[src/rtl/mem_pkg.sv]
`default_nettype none

package mem_pkg;

	typedef logic [31:0] addr_t;
	typedef logic [31:0] word_t;
	typedef logic [63:0] beat_t;
	typedef logic [7:0]  strb_t;
	typedef logic [1:0]  resp_t;
	typedef logic [2:0]  funct3_t;

	typedef struct packed {
		addr_t      addr;
		logic [2:0] size; // log2 of bytes
	} bus_ar_t;

	typedef bus_ar_t bus_aw_t; // same payload as ar

	typedef struct packed {
		beat_t data;
		resp_t resp;
	} bus_r_t;

	typedef struct packed {
		beat_t data;
		strb_t strb;
	} bus_w_t;

	typedef struct packed {
		logic    store;
		funct3_t funct3;
		addr_t   addr;
		word_t   wdata;
	} lsu_req_t;

	localparam funct3_t f3_b  = 3'b000;
	localparam funct3_t f3_h  = 3'b001;
	localparam funct3_t f3_w  = 3'b010;
	localparam funct3_t f3_bu = 3'b100;
	localparam funct3_t f3_hu = 3'b101;

	localparam resp_t resp_okay   = 2'b00;
	localparam resp_t resp_slverr = 2'b10;

	localparam addr_t clint_base  = 32'h0200_0000;
	localparam addr_t clint_mask  = 32'hffff_0000; // 64 KiB window
	localparam addr_t clint_mtime = 32'h0000_bff8; // offset inside window

endpackage

`default_nettype wire

[src/rtl/bus_arbiter.sv]
`timescale 1ns/10ps
`default_nettype none

module bus_arbiter (
	input  logic             clock,
	input  logic             arst_n,
	input  mem_pkg::bus_ar_t ifu_ar,
	input  logic             ifu_ar_valid,
	output logic             ifu_ar_ready,
	output mem_pkg::bus_r_t  ifu_r,
	output logic             ifu_r_valid,
	input  mem_pkg::bus_ar_t lsu_ar,
	input  logic             lsu_ar_valid,
	output logic             lsu_ar_ready,
	output mem_pkg::bus_r_t  lsu_r,
	output logic             lsu_r_valid,
	input  mem_pkg::bus_aw_t lsu_aw,
	input  logic             lsu_aw_valid,
	output logic             lsu_aw_ready,
	input  mem_pkg::bus_w_t  lsu_w,
	input  logic             lsu_w_valid,
	output logic             lsu_w_ready,
	output mem_pkg::resp_t   lsu_b,
	output logic             lsu_b_valid,
	output mem_pkg::bus_ar_t clint_ar,
	output logic             clint_ar_valid,
	input  mem_pkg::bus_r_t  clint_r,
	input  logic             clint_r_valid,
	output mem_pkg::bus_ar_t m_ar,
	output logic             m_ar_valid,
	input  logic             m_ar_ready,
	input  mem_pkg::bus_r_t  m_r,
	input  logic             m_r_valid,
	output logic             m_r_ready,
	output mem_pkg::bus_aw_t m_aw,
	output logic             m_aw_valid,
	input  logic             m_aw_ready,
	output mem_pkg::bus_w_t  m_w,
	output logic             m_w_valid,
	input  logic             m_w_ready,
	input  mem_pkg::resp_t   m_b,
	input  logic             m_b_valid,
	output logic             m_b_ready
);
	import mem_pkg::*;

	typedef enum logic [1:0] {g_idle, g_ifu, g_lsu} grant_t;

	grant_t  state;
	logic    to_clint_q;
	logic    wr_q;
	logic    sel_lsu, sel_ifu;
	addr_t   req_addr;
	logic    tgt_clint;
	bus_ar_t ar_src;
	logic    ar_src_valid;
	logic    ar_rdy;
	logic    addr_hs;
	bus_r_t  r_src;
	logic    r_src_valid;
	logic    resp_hs;

	assign sel_lsu = (state == g_lsu) || (state == g_idle && (lsu_ar_valid || lsu_aw_valid));
	assign sel_ifu = (state == g_ifu) || (state == g_idle && !sel_lsu && ifu_ar_valid);
	assign req_addr = sel_lsu ? (lsu_aw_valid ? lsu_aw.addr : lsu_ar.addr) : ifu_ar.addr;
	assign tgt_clint = (state == g_idle) ? ((req_addr & clint_mask) == clint_base) : to_clint_q;

	assign ar_src = sel_lsu ? lsu_ar : ifu_ar;
	assign ar_src_valid = sel_lsu ? lsu_ar_valid : (sel_ifu && ifu_ar_valid);
	assign ar_rdy = tgt_clint | m_ar_ready; // clint never stalls ar
	assign m_ar = ar_src;
	assign m_ar_valid = ar_src_valid && !tgt_clint;
	assign clint_ar = ar_src;
	assign clint_ar_valid = ar_src_valid && tgt_clint;
	assign ifu_ar_ready = sel_ifu && ar_rdy;
	assign lsu_ar_ready = sel_lsu && ar_rdy;

	assign m_aw = lsu_aw;
	assign m_aw_valid = sel_lsu && lsu_aw_valid && !tgt_clint;
	assign lsu_aw_ready = sel_lsu && (tgt_clint || m_aw_ready);
	assign m_w = lsu_w;
	assign m_w_valid = sel_lsu && lsu_w_valid && !tgt_clint;
	assign lsu_w_ready = sel_lsu && (tgt_clint || m_w_ready); // clint writes are dropped

	assign r_src = to_clint_q ? clint_r : m_r;
	assign r_src_valid = to_clint_q ? clint_r_valid : m_r_valid;
	assign ifu_r = r_src;
	assign ifu_r_valid = (state == g_ifu) && r_src_valid;
	assign lsu_r = r_src;
	assign lsu_r_valid = (state == g_lsu) && !wr_q && r_src_valid;
	assign lsu_b = to_clint_q ? resp_slverr : m_b;
	assign lsu_b_valid = (state == g_lsu) && wr_q && (to_clint_q ? !lsu_w_valid : m_b_valid);
	assign m_r_ready = 1'b1;
	assign m_b_ready = 1'b1;

	assign addr_hs = (sel_lsu && ((lsu_ar_valid && lsu_ar_ready) || (lsu_aw_valid && lsu_aw_ready)))
		|| (sel_ifu && ifu_ar_valid && ifu_ar_ready);
	assign resp_hs = ifu_r_valid || lsu_r_valid || lsu_b_valid;

	always_ff @(posedge clock or negedge arst_n) begin
		if (!arst_n) begin
			state <= g_idle;
			to_clint_q <= 1'b0;
			wr_q <= 1'b0;
		end else if (state == g_idle) begin
			if (addr_hs) begin // grant latches here
				state <= sel_lsu ? g_lsu : g_ifu;
				to_clint_q <= tgt_clint;
				wr_q <= sel_lsu && lsu_aw_valid;
			end
		end else if (resp_hs) begin
			state <= g_idle;
		end
	end

endmodule

`default_nettype wire

[src/rtl/clint_timer.sv]
`timescale 1ns/10ps
`default_nettype none

module clint_timer (
	input  logic             clock,
	input  logic             arst_n,
	input  mem_pkg::bus_ar_t ar,
	input  logic             ar_valid,
	output mem_pkg::bus_r_t  r,
	output logic             r_valid
);
	import mem_pkg::*;

	beat_t mtime;
	beat_t rdata_q;

	assign r = '{data: rdata_q, resp: resp_okay};

	always_ff @(posedge clock or negedge arst_n) begin
		if (!arst_n) begin
			mtime <= '0;
			r_valid <= 1'b0;
		end else begin
			mtime <= mtime + 64'd1; // free running
			r_valid <= ar_valid; // arready is always high
		end
	end

	always_ff @(posedge clock) begin
		if (ar_valid) rdata_q <= (ar.addr[15:3] == clint_mtime[15:3]) ? mtime : '0;
	end

endmodule

`default_nettype wire

[src/rtl/fetch_unit.sv]
`timescale 1ns/10ps
`default_nettype none

module fetch_unit (
	input  logic             clock,
	input  logic             arst_n,
	input  logic             fetch_req,
	input  mem_pkg::addr_t   fetch_pc,
	output mem_pkg::bus_ar_t ar,
	output logic             ar_valid,
	input  logic             ar_ready,
	input  mem_pkg::bus_r_t  r,
	input  logic             r_valid,
	output mem_pkg::word_t   fetch_inst,
	output logic             fetch_done,
	output logic             fetch_err
);
	import mem_pkg::*;

	typedef enum logic {s_idle, s_wait} state_t;

	state_t state;
	addr_t  pc_q;

	assign ar = '{addr: pc_q, size: 3'd2}; // always a 4 byte read

	always_ff @(posedge clock or negedge arst_n) begin
		if (!arst_n) begin
			state <= s_idle;
			ar_valid <= 1'b0;
			fetch_done <= 1'b0;
		end else begin
			fetch_done <= 1'b0;
			case (state)
				s_idle: if (fetch_req) begin
					state <= s_wait;
					ar_valid <= 1'b1;
				end
				s_wait: begin
					if (ar_ready) ar_valid <= 1'b0;
					if (r_valid) begin // rready tied high
						state <= s_idle;
						fetch_done <= 1'b1;
					end
				end
			endcase
		end
	end

	always_ff @(posedge clock) begin
		if (state == s_idle && fetch_req) pc_q <= fetch_pc;
		if (state == s_wait && r_valid) begin
			fetch_inst <= pc_q[2] ? r.data[63:32] : r.data[31:0]; // lane by pc[2]
			fetch_err <= |r.resp;
		end
	end

endmodule

`default_nettype wire

[src/rtl/load_store_unit.sv]
`timescale 1ns/10ps
`default_nettype none

module load_store_unit (
	input  logic              clock,
	input  logic              arst_n,
	input  logic              req_valid,
	input  mem_pkg::lsu_req_t req,
	output logic              req_ready,
	output mem_pkg::bus_ar_t  ar,
	output logic              ar_valid,
	input  logic              ar_ready,
	input  mem_pkg::bus_r_t   r,
	input  logic              r_valid,
	output mem_pkg::bus_aw_t  aw,
	output logic              aw_valid,
	input  logic              aw_ready,
	output mem_pkg::bus_w_t   w,
	output logic              w_valid,
	input  logic              w_ready,
	input  mem_pkg::resp_t    b_resp,
	input  logic              b_valid,
	output mem_pkg::word_t    lsu_rdata,
	output logic              lsu_done,
	output logic              lsu_err
);
	import mem_pkg::*;

	typedef enum logic [1:0] {s_idle, s_read, s_write, s_resp} state_t;

	state_t   state;
	lsu_req_t req_q;
	logic     [2:0] off;
	strb_t    mask;
	beat_t    rshift;
	word_t    load_val;
	logic     resp_hs;

	assign req_ready = (state == s_idle);
	assign off = req_q.addr[2:0];
	assign ar = '{addr: req_q.addr, size: {1'b0, req_q.funct3[1:0]}};
	assign aw = '{addr: req_q.addr, size: {1'b0, req_q.funct3[1:0]}};
	assign w.data = beat_t'(req_q.wdata) << {off, 3'b000}; // byte lane placement
	assign w.strb = mask << off;
	assign rshift = r.data >> {off, 3'b000};
	assign resp_hs = (state == s_resp) && (req_q.store ? b_valid : r_valid);

	always_comb begin
		case (req_q.funct3[1:0])
			2'b00: mask = 8'h01;
			2'b01: mask = 8'h03;
			default: mask = 8'h0f;
		endcase
	end

	always_comb begin
		case (req_q.funct3)
			f3_b: load_val = {{24{rshift[7]}}, rshift[7:0]};
			f3_h: load_val = {{16{rshift[15]}}, rshift[15:0]};
			f3_bu: load_val = {24'b0, rshift[7:0]};
			f3_hu: load_val = {16'b0, rshift[15:0]};
			default: load_val = rshift[31:0]; // lw
		endcase
	end

	always_ff @(posedge clock or negedge arst_n) begin
		if (!arst_n) begin
			state <= s_idle;
			ar_valid <= 1'b0;
			aw_valid <= 1'b0;
			w_valid <= 1'b0;
			lsu_done <= 1'b0;
		end else begin
			lsu_done <= 1'b0;
			case (state)
				s_idle: if (req_valid) begin
					state <= req.store ? s_write : s_read;
					ar_valid <= !req.store;
					aw_valid <= req.store;
					w_valid <= req.store;
				end
				s_read: if (ar_ready) begin
					ar_valid <= 1'b0;
					state <= s_resp;
				end
				s_write: begin
					if (aw_ready) aw_valid <= 1'b0; // aw and w drop on their own
					if (w_ready) w_valid <= 1'b0;
					if ((!aw_valid || aw_ready) && (!w_valid || w_ready)) state <= s_resp;
				end
				s_resp: if (resp_hs) begin
					state <= s_idle;
					lsu_done <= 1'b1;
				end
			endcase
		end
	end

	always_ff @(posedge clock) begin
		if (req_ready && req_valid) req_q <= req;
		if (resp_hs) begin
			lsu_rdata <= req_q.store ? '0 : load_val;
			lsu_err <= req_q.store ? |b_resp : |r.resp;
		end
	end

endmodule

`default_nettype wire

[src/rtl/mem_subsys_top.sv]
`timescale 1ns/10ps
`default_nettype none

module mem_subsys_top (
	input  logic              clock,
	input  logic              arst_n,
	input  logic              fetch_req,
	input  mem_pkg::addr_t    fetch_pc,
	output mem_pkg::word_t    fetch_inst,
	output logic              fetch_done,
	output logic              fetch_err,
	input  logic              lsu_req_valid,
	input  mem_pkg::lsu_req_t lsu_req,
	output logic              lsu_req_ready,
	output mem_pkg::word_t    lsu_rdata,
	output logic              lsu_done,
	output logic              lsu_err,
	output mem_pkg::bus_ar_t  m_ar,
	output logic              m_ar_valid,
	input  logic              m_ar_ready,
	input  mem_pkg::bus_r_t   m_r,
	input  logic              m_r_valid,
	output logic              m_r_ready,
	output mem_pkg::bus_aw_t  m_aw,
	output logic              m_aw_valid,
	input  logic              m_aw_ready,
	output mem_pkg::bus_w_t   m_w,
	output logic              m_w_valid,
	input  logic              m_w_ready,
	input  mem_pkg::resp_t    m_b,
	input  logic              m_b_valid,
	output logic              m_b_ready
);
	import mem_pkg::*;

	bus_ar_t ifu_ar, lsu_ar, clint_ar;
	logic    ifu_ar_valid, ifu_ar_ready, lsu_ar_valid, lsu_ar_ready, clint_ar_valid;
	bus_r_t  ifu_r, lsu_r, clint_r;
	logic    ifu_r_valid, lsu_r_valid, clint_r_valid;
	bus_aw_t lsu_aw;
	logic    lsu_aw_valid, lsu_aw_ready;
	bus_w_t  lsu_w;
	logic    lsu_w_valid, lsu_w_ready;
	resp_t   lsu_b;
	logic    lsu_b_valid;

	fetch_unit ifu0 (
		.clock(clock), .arst_n(arst_n),
		.fetch_req(fetch_req), .fetch_pc(fetch_pc),
		.ar(ifu_ar), .ar_valid(ifu_ar_valid), .ar_ready(ifu_ar_ready),
		.r(ifu_r), .r_valid(ifu_r_valid),
		.fetch_inst(fetch_inst), .fetch_done(fetch_done), .fetch_err(fetch_err)
	);

	load_store_unit lsu0 (
		.clock(clock), .arst_n(arst_n),
		.req_valid(lsu_req_valid), .req(lsu_req), .req_ready(lsu_req_ready),
		.ar(lsu_ar), .ar_valid(lsu_ar_valid), .ar_ready(lsu_ar_ready),
		.r(lsu_r), .r_valid(lsu_r_valid),
		.aw(lsu_aw), .aw_valid(lsu_aw_valid), .aw_ready(lsu_aw_ready),
		.w(lsu_w), .w_valid(lsu_w_valid), .w_ready(lsu_w_ready),
		.b_resp(lsu_b), .b_valid(lsu_b_valid),
		.lsu_rdata(lsu_rdata), .lsu_done(lsu_done), .lsu_err(lsu_err)
	);

	bus_arbiter arb0 (
		.clock(clock), .arst_n(arst_n),
		.ifu_ar(ifu_ar), .ifu_ar_valid(ifu_ar_valid), .ifu_ar_ready(ifu_ar_ready),
		.ifu_r(ifu_r), .ifu_r_valid(ifu_r_valid),
		.lsu_ar(lsu_ar), .lsu_ar_valid(lsu_ar_valid), .lsu_ar_ready(lsu_ar_ready),
		.lsu_r(lsu_r), .lsu_r_valid(lsu_r_valid),
		.lsu_aw(lsu_aw), .lsu_aw_valid(lsu_aw_valid), .lsu_aw_ready(lsu_aw_ready),
		.lsu_w(lsu_w), .lsu_w_valid(lsu_w_valid), .lsu_w_ready(lsu_w_ready),
		.lsu_b(lsu_b), .lsu_b_valid(lsu_b_valid),
		.clint_ar(clint_ar), .clint_ar_valid(clint_ar_valid),
		.clint_r(clint_r), .clint_r_valid(clint_r_valid),
		.m_ar(m_ar), .m_ar_valid(m_ar_valid), .m_ar_ready(m_ar_ready),
		.m_r(m_r), .m_r_valid(m_r_valid), .m_r_ready(m_r_ready),
		.m_aw(m_aw), .m_aw_valid(m_aw_valid), .m_aw_ready(m_aw_ready),
		.m_w(m_w), .m_w_valid(m_w_valid), .m_w_ready(m_w_ready),
		.m_b(m_b), .m_b_valid(m_b_valid), .m_b_ready(m_b_ready)
	);

	clint_timer clint0 (
		.clock(clock), .arst_n(arst_n),
		.ar(clint_ar), .ar_valid(clint_ar_valid),
		.r(clint_r), .r_valid(clint_r_valid)
	);

endmodule

`default_nettype wire

[config.mk]
export PLATFORM = sky130hd
export DESIGN_NAME = mem_subsys_top
export DESIGN_NICKNAME = d
export VERILOG_FILES = /design/src/rtl/mem_pkg.sv /design/src/rtl/bus_arbiter.sv /design/src/rtl/clint_timer.sv /design/src/rtl/fetch_unit.sv /design/src/rtl/load_store_unit.sv /design/src/rtl/mem_subsys_top.sv
export SDC_FILE = /design/constraint.sdc
export NUM_CORES = 1
export LEC_CHECK = 0
export ABC_CLOCK_PERIOD_IN_PS = 6900
export BUFFER_PORTS_ARGS = -buffer_cell sky130_fd_sc_hd__buf_4
export CAP_MARGIN = 20
export CORE_MARGIN = 2
export CORE_UTILIZATION = 56
export CTS_BUF_LIST = sky130_fd_sc_hd__clkbuf_4
export DETAILED_ROUTE_END_ITERATION = 10
export PLACE_DENSITY = 0.81
export SLEW_MARGIN = 20
export SYNTH_ARGS = -nofsm -noshare
export SYNTH_HDL_FRONTEND = slang
export SYNTH_SLANG_ARGS = --single-unit
[constraint.sdc]
create_clock -name clock -period 6.9 [get_ports clock]
set_input_delay 0.345 -clock clock [delete_from_list [all_inputs] [get_ports clock]]
set_output_delay 0.345 -clock clock [all_outputs]
set_load 0.01 [all_outputs]
; Word level (Yosys, flattened, before mapping)
; Index checks and enable logic that the tools add are counted.
[word_totals]
register_bits = 308
latchBits = 0
mem_bits_rw = 0
rom_bits = 0
output_inout_bits = 216
n_memories = 0
[classes]
n_addsub = 1
mul = 0
div_mod_pow = 0
magnitude_cmp = 0
eq_ne = 20
shift = 3
mux = 41
bitwise = 2
reduce_logical = 61
[ops]
columns = op, count
row1 = 32-bit case mux with 4 select lines, 1
row2 = 66-bit two-way mux, 1
row3 = "64-bit by 1-bit adder with 64-bit output, second input constant", 1
row4 = 32-bit two-way mux, 2
row5 = 32-bit by 6-bit left shift with 64-bit output, 1
row6 = 64-bit by 6-bit >> shifter with 32-bit output, 1
row7 = 35-bit two-way mux, 1
row8 = 1-bit logical AND, 28
row9 = 2-bit two-way mux, 10
row10 = 1-bit two-way mux, 19
row11 = "16-bit by 10-bit equality test with 1-bit output, second input constant", 1
row12 = "2-bit by 1-bit inequality test with 1-bit output, second input constant", 7
row13 = "13-bit equality test, second input constant", 1
row14 = 1-bit logical OR, 11
row15 = 1-bit case mux with 2 select lines, 5
row16 = 3-bit AND reduction, 3
row17 = 2-bit case mux with 4 select lines, 1
row18 = 4-bit case mux with 2 select lines, 1
row19 = 4-bit by 3-bit left shift with 8-bit output, 1
row20 = "2-bit by 1-bit equality test with 1-bit output, second input constant", 3
row21 = "2-bit equality test, second input constant", 3
row22 = "3-bit equality test, second input constant", 2
row23 = 1-bit logical NOT, 6
row24 = 2-bit logical NOT, 3
row25 = 9 further kinds, 15

; Logic depth before layout (Yosys ltp)
; Gate-level depths: netlist of run 1.
[logic_depth]
ltp_word = 14
ltp_mapped = 10

; Cells and area by module
; Synthesis of run 1 repeated with hierarchy kept, for this count alone.
[unflattened]
hier_cells = 1565
area_unflattened_um2 = 18186.2
[by_module_without_submodules]
columns = mod, instances, cells_each, area_per_inst_um2, seq_area_each_um2
row1 = load_store_unit, 1, 654, 6940.4, 3183.1
row2 = clint_timer, 1, 402, 5306.3, 3548.4
row3 = bus_arbiter, 1, 392, 3298.2, 100.1
row4 = fetch_unit, 1, 117, 2641.3, 2026.9

; Least setup slack after synthesis of run 1
; No wires, ideal clock.
[synth_timing]
path_type = reg2reg
from = register arb0.to_clint_q
to = register ifu0.fetch_err, enable pin
setup_time_ns = 0.524
t_arrival_ns = 4.450
t_required_ns = 6.376
setup_slack_ns = 1.926
stages_incl_launch_ff = 5
cell_sequence = dfrtp_1 > buf_4 > buf_4 > mux2i_1 > nor4b_1
[synth_via]
elab_chain_len = 3
[synth_lines]
columns = item, line_no
row1 = start: declaration, bus_arbiter.sv:50  ; logic to_clint_q;
row2 = start signal: assignment, bus_arbiter.sv:108  ; to_clint_q <= tgt_clint;
row3 = 1-bit two-way mux, bus_arbiter.sv:86  ; assign r_src_valid = to_clint_q ? clint_r_valid : m_r_valid;
row4 = 1-bit logical AND, bus_arbiter.sv:88  ; assign ifu_r_valid = (state == g_ifu) && r_src_valid;
row5 = 1-bit logical AND, fetch_unit.sv:52  ; if (state == s_wait && r_valid) begin
row6 = end signal: assignment, fetch_unit.sv:54  ; fetch_err <= |r.resp;
row7 = end: declaration, fetch_unit.sv:16  ; output logic fetch_err
; No other way between the ends.
; A chain may end at the register's enable or synchronous reset.

==> results of run 1 <==
logic make-up (layout without fill, tap and decap cells):
family / count (synthesis) / count (layout)
AO/OA/AOI/OAI: 179 / 179
XOR/XNOR: 62 / 62
adder cells (fa/ha/maj): 5 / 5
buffers and inverters: 134 / 686
flip-flops: 308 / 308
multiplexers: 176 / 176
other: 2 / 8
AND/OR/NAND/NOR: 440 / 440
power groups by stage:
| stage | registers, mW | clock network, mW | logic [mW] |
|---|---|---|---|
| detailed placement | 2.37 | 0 | 1.82 |
| CTS | 2.33 | 1.73 | 1.89 |
| global placement | 2.37 | 0 | 1.79 |
| finish | 2.35 | 1.75 | 1.95 |
| global route | 2.36 | 1.85 | 2.04 |
| floorplan | 2.32 | 0 | 1.09 |
worst register-to-register path, cell delays in order (launching register included):
cell	delay, ns
edfxtp_1	0.92
buf_4	0.53
buf_4	0.64
mux4_2	0.47
mux4_2	0.47
nor2b_1	0.14
state kept, by name (all words and copies together), names as in the netlist, 2 cells and up:
register,cells
lsu0.req_q,34
lsu0.state,2
ifu0.pc_q,32
arb0.state,2
lsu0.ar,34
ifu0.fetch_inst,32
clint0.mtime,64
clint0.rdata_q,64
lsu0.lsu_rdata,32
cell usage in the layout, fill, tap and decap left out, drive strengths merged, types with 5 or more instances in the layout:
cell type and count:
a211oi 17, a21oi 50, a22o 11, and2 15, and3 12, and4 11, buf 404, clkbuf 127
clkinv 19, dfrtp 78, dlygate4sd3 111, edfxtp 230, ha 5, inv 21, mux2 63, mux2i 47
mux4 66, nand2 107, nand3 52, nand4 18, nor2 106, nor2b 85, nor3 8, nor4 8
nor4b 5, o211ai 14, o21a 9, o21ai 42, o22ai 19, xnor2 43, xor2 19
cell type report:
| cell class | instances | area [um2] | area share, % |
|---|---|---|---|
| Multi-Input combinational cell | 866 | 6720 | 31.4 |
| Clock buffer | 127 | 953 | 4.45 |
| Timing Repair Buffer | 515 | 4150 | 19.4 |
| Inverter | 20 | 75.1 | 0.351 |
| Clock inverter | 24 | 170 | 0.794 |
| Tap cell | 384 | 480 | 2.24 |
| Antenna cell | 4 | 10.0 | 0.0467 |
| Sequential cell | 308 | 8860 | 41.4 |
final timing paths:
check	startpoint	to	slack, ns	cells after the start
min in group asynchronous	arst_n	lsu0.w_valid	0.22	2
max in group asynchronous	arst_n	arb0.to_clint_q	6.10	2
worst max register to register	lsu0.ar[3]	lsu0.lsu_rdata[2]	3.39	5
worst min register to register	clint0.mtime[62]	clint0.mtime[62]	0.49	1
worst min-delay path	m_w_ready	lsu0.w_valid	0.03	3
worst max-delay path	lsu0.ar[4]	m_w[42]	2.61	6
layer usage:
metal	vias up	wire length, um
li1	5854	-
met1	6723	20000
met2	1075	27600
met3	197	6630
met4	0	2530
met5	-	0
through the flow:
| step | setup slack (ns) | hold WS, ns | total power, mW |
|---|---|---|---|
| floorplan | 1.93 | 0.0494 | 3.41 |
| global placement | 3.42 | 0.452 | 4.15 |
| detailed placement | 3.39 | 0.470 | 4.19 |
| CTS | 2.58 | 0.00104 | 5.95 |
| global route | 2.53 | 0.00335 | 6.25 |
| finish | 2.61 | 0.0270 | 6.04 |
==> results_dict.tcl, run 1 <==
set metrics [dict create \
    status "completed" \
    netlist_top_cells_area "edfxtp_1, dfrtp_1, mux4_2" \
    clock_power_share_pct 28.9 \
    yosysSeqAreaShare_pct 54.6 \
    yosysMostFrequentCell "edfxtp_1" \
    first_pass_iters 6 \
    cts.sinks 308 \
    boundaryPins 393 \
    nFillCells 1750 \
    min_period_ns 4.29 \
    synth_mux_area_share_pct 16.5 \
    worstPathRequired_ns 6.55 \
    floorplan.initialDensity_pct 56.7 \
    use_met3_pct 8.79 \
    root_buffer "clkbuf_4" \
    path_common_cell "buf_4" \
    die_x_um 174 \
    coreArea_um2 28600 \
    cts_tree "done" \
    swShare_pct 33.6 \
    synth_top_family_by_area "multiplexers" \
    synth_edf_count 230 \
    p_per_area_nw_per_um2 282 \
    place_congestion 0.950 \
    hp-class "in2reg" \
    clkTransAtPathRegs_ns 0.07 \
    drtIter0Drc 1948 \
    syn_inst 1306 \
    path_delay_family "simple AND/OR/NAND/NOR gates" \
    cp-start-kind "flip-flop" \
    cap_violations 0 \
    fin_skew_ns 0.0858 \
    grt_use_total_pct 36.9 \
    slowest_delay_ns 0.86 \
    vias 13800 \
    netlist_area_um2 16200 \
    clkLatencyLatePin_ns 0.77 \
    yosysTopAreaCellShare_pct 42.6 \
    worstMarginPinSlew_ns 1.13 \
    yosysWarnings 0 \
    synthXorXnorAreaFrac_pct 3.35 \
    cp_slowest_cell "nor2_1" \
    drive_gt1_share_pct 37.2 \
    grt_max_degree 79 \
    rsz0062_at_grt "false" \
    synth_compound_area_share_pct 7.04 \
    slew_violations 0 \
    drcViolationCount 0 \
    fin_tns_setup_ns 0 \
    setup_viol_count_final 0 \
    ys_ff_latch 308 \
    fmax_ghz 0.233 \
    placementRows 62 \
    dpl.hpwl_um 38600 \
    fin_util_pct 74.8 \
    final_antenna_net_count 0 \
    wl_per_cell_um 25.2 \
    antenna_found_initial 4 \
    cts_resized 0 \
    synth_simple_gate_area_share_pct 13.8 \
    critPathArrivalTime_ns 3.94 \
    finalNonFillerCells 2248 \
    dp.cells 1982 \
    ys_async_sr_fraction_pct 25.3 \
    crit_chain "buf_4, inv_2, nand2_1, nor2_1, a22o_1, buf_4" \
    hold_violations 0 \
    crit_type "reg2out" \
    die_height_um 174 \
    wirelength_um 56800 \
    die-area_um2 30400 \
    combPwrFrac_pct 32.2 \
    critPathMaxFanout 34 \
    portBuffers 388 \
    area_delta_synth_final_pct 32.0 \
    grt_pass1_wl_um 84200 \
    setup.worst_path.end_class "primary output" \
    grt_pass1_vias 13700 \
    post-route-period-util_pct 62.1 \
    p_seq_share_pct 38.9 \
    p_int_mw 4.01 \
    numCtsBuffers 81 \
    overflow 0 \
    final_area_um2 21400 \
    p_sw_mw 2.03 \
    ctsHoldBuffers 111 \
    yosys-top-cells-count "edfxtp_1, nand2_1, nor2_1, nor2b_1, dfrtp_1" \
    top_usage_layer "met2" \
    path_buf_inv 3 \
    grtUsageMet1_pct 47.6 \
    clock_path_buffers 3 \
    gr-usage-met2_pct 60.5 \
    p_leak_nw 8.53 \
    synth_top_area_cell "edfxtp_1" \
    ir_drop_v 0.000340 \
    place_area_um2 19200 \
    synthAdderAreaFrac_pct 0.385 \
    cts_setup_buffers 0 \
    relSlewSlack_pct 24.2 \
    htree_levels 3 \
    avgSynthCellArea_um2 12.4 \
    vias_per_cell 6.16 \
    ys_types 65 \
    final_net_count 1974 \
    synth_flop_cell "edfxtp_1" \
]
No activity file was read; power rests on OpenSTA's default activity.
==> run 2: changes to the inputs <==
--- a/config.mk
+++ b/config.mk
@@ -5,7 +5,7 @@
 export SDC_FILE = /design/constraint.sdc
 export NUM_CORES = 1
 export LEC_CHECK = 0
-export ABC_CLOCK_PERIOD_IN_PS = 6900
+export ABC_CLOCK_PERIOD_IN_PS = 4100
 export BUFFER_PORTS_ARGS = -buffer_cell sky130_fd_sc_hd__buf_4
 export CAP_MARGIN = 20
 export CORE_MARGIN = 2
==> constraint.sdc (replaced) <==
create_clock -name clock -period 4.1 [get_ports clock]
set_input_delay 0.205 -clock clock [delete_from_list [all_inputs] [get_ports clock]]
set_output_delay 0.205 -clock clock [all_outputs]
set_load 0.01 [all_outputs]
==> results_dict.tcl, run 2 (synthesis gave the netlist of run 1 again) <==
set metrics [dict create \
    htree_levels 3 \
    vias_per_cell 6.15 \
    die_height_um 174 \
    hold_violations 0 \
    dpl.hpwl_um 37700 \
    drcViolationCount 3 \
    drive_gt1_share_pct 35.8 \
    vias 14100 \
    setup.worst_path.end_class "primary output" \
    boundaryPins 393 \
    grt_pass1_vias 14100 \
    critPathMaxFanout 26 \
    grtUsageMet1_pct 45.3 \
    overflow 0 \
    mostFrequentLayoutCells "buf_4, edfxtp_1, dlygate4sd3_1, clkbuf_4, nand2_1" \
    combPwrFrac_pct 33.3 \
    min_period_ns 3.66 \
    wirelength_um 57400 \
    cp_slowest_cell "edfxtp_1" \
    cts_resized 0 \
    fmax_ghz 0.273 \
    slowest_delay_ns 1.11 \
    clock_power_share_pct 27.6 \
    area_delta_synth_final_pct 34.9 \
    clock_path_buffers 3 \
    clkTransAtPathRegs_ns 0.08 \
    grt_use_total_pct 37.0 \
    p_leak_nw 8.72 \
    first_pass_iters 9 \
    cts_tree "done" \
    wl_per_cell_um 25.0 \
    die_x_um 174 \
    critPathArrivalTime_ns 3.45 \
    top_regs "clint0.mtime x64, clint0.rdata_q x64" \
    crit_chain "buf_4, mux2_2, o21ai_0, nor2_1, buf_4" \
    top_usage_layer "met2" \
    rsz0062_at_grt "false" \
    relSlewSlack_pct 23.6 \
    status "finished with violations" \
    p_seq_share_pct 39.1 \
    antenna_found_initial 3 \
    worstPathRequired_ns 3.89 \
    worstMarginPinSlew_ns 1.15 \
    p_per_area_nw_per_um2 462 \
    fin_util_pct 76.5 \
    grt_pass1_wl_um 84600 \
    hp-class "in2async" \
    post-route-period-util_pct 89.2 \
    p_int_mw 6.67 \
    place_congestion 0.964 \
    placementRows 62 \
    fin_tns_setup_ns 0 \
    cp-start-kind "flip-flop" \
    swShare_pct 34.1 \
    grt_max_degree 82 \
    nFillCells 1702 \
    setup_viol_count_final 0 \
    numCtsBuffers 81 \
    fin_skew_ns 0.0927 \
    floorplan.initialDensity_pct 56.7 \
    final_net_count 2029 \
    slew_violations 0 \
    p_sw_mw 3.46 \
    coreArea_um2 28600 \
    power_mw 10.1 \
    use_met3_pct 10.6 \
    ir_drop_v 0.000360 \
    clkLatencyLatePin_ns 0.79 \
    final_antenna_net_count 0 \
    cts.sinks 308 \
    root_buffer "clkbuf_4" \
    path_common_cell "buf_4" \
    die-area_um2 30400 \
    drtIter0Drc 2051 \
    final_common_cell "buf_4" \
    gr-usage-met2_pct 60.8 \
    violations "design-rule violations" \
    cap_violations 0 \
    portBuffers 388 \
    crit_type "reg2out" \
]
==> run 2: worst max-delay path: cells and delay by family (launching register included) <==
| family | cells | cell delay [ns] |
|---|---|---|
| DFF | 1 | 1.11 |
| buffers and inverters | 2 | 0.72 |
| muxes | 1 | 0.40 |
| AOI/OAI and AO/OA | 1 | 0.39 |
| and+or+nand+nor | 1 | 0.10 |
==> run 2: worst paths after layout <==
path                       cells after the start  slack (ns)                to             start
hold / removal                                 2       0.009     arb0.state[0]            arst_n
setup reg to reg                               8        0.88     lsu0.ar_valid     lsu0.aw_valid
min in group clock                             4        0.02     arb0.state[1]         m_b_valid
setup / recovery                               5        0.44           m_w[33]        lsu0.ar[3]
hold reg to reg                                1        0.47  clint0.mtime[63]  clint0.mtime[63]
max in group asynchronous                      3        3.15  clint0.mtime[60]            arst_n
==> run 2: stage by stage <==
stage | setup WS, ns | area [um2] | hold slack (ns) | std cells
3_3_place_gp | 1.26 | 19200 | 0.262 | 1986
6_report | 0.441 | 21900 | 0.00886 | 2294
4_1_cts | 0.539 | 21900 | 0.00379 | 2290
5_1_grt | 0.323 | 21900 | 0.0220 | 2292
3_5_place_dp | 1.20 | 19200 | 0.267 | 1986
2_1_floorplan | 0.391 | 16200 | -0.0906 | 1308
==> run 2: cell type report <==
type	instances	area, um2	area share, %
repair buffers	570	4720	21.6
flip-flops and latches	308	8860	40.5
clock buffers	120	901	4.11
well taps	384	480	2.19
diodes	4	10.0	0.0457
multi-input cells	866	6720	30.7
clock inverters	22	125	0.571
inverters	20	75.1	0.343
==> run 2: routing by layer <==
metal  vias to the layer above  share of wire, %
li1                       5961                 -
met1                      6815                34
met2                      1103                48
met3                       238                12
met4                         0               5.5
met5                         -                 0
==> run 2: power groups by stage <==
stage | registers (mW) | logic (mW) | clock network (mW)
6_report | 3.95 | 3.38 | 2.79
5_1_grt | 3.97 | 3.52 | 2.95
4_1_cts | 3.93 | 3.25 | 2.73
3_5_place_dp | 3.99 | 3.07 | 0
3_3_place_gp | 3.98 | 3.02 | 0
2_1_floorplan | 3.90 | 1.84 | 0
==> run 2: repair_timing <==
item	CTS	global route
hold endpoints to repair	185	0
buffers inserted	0	0
hold buffers	162	0
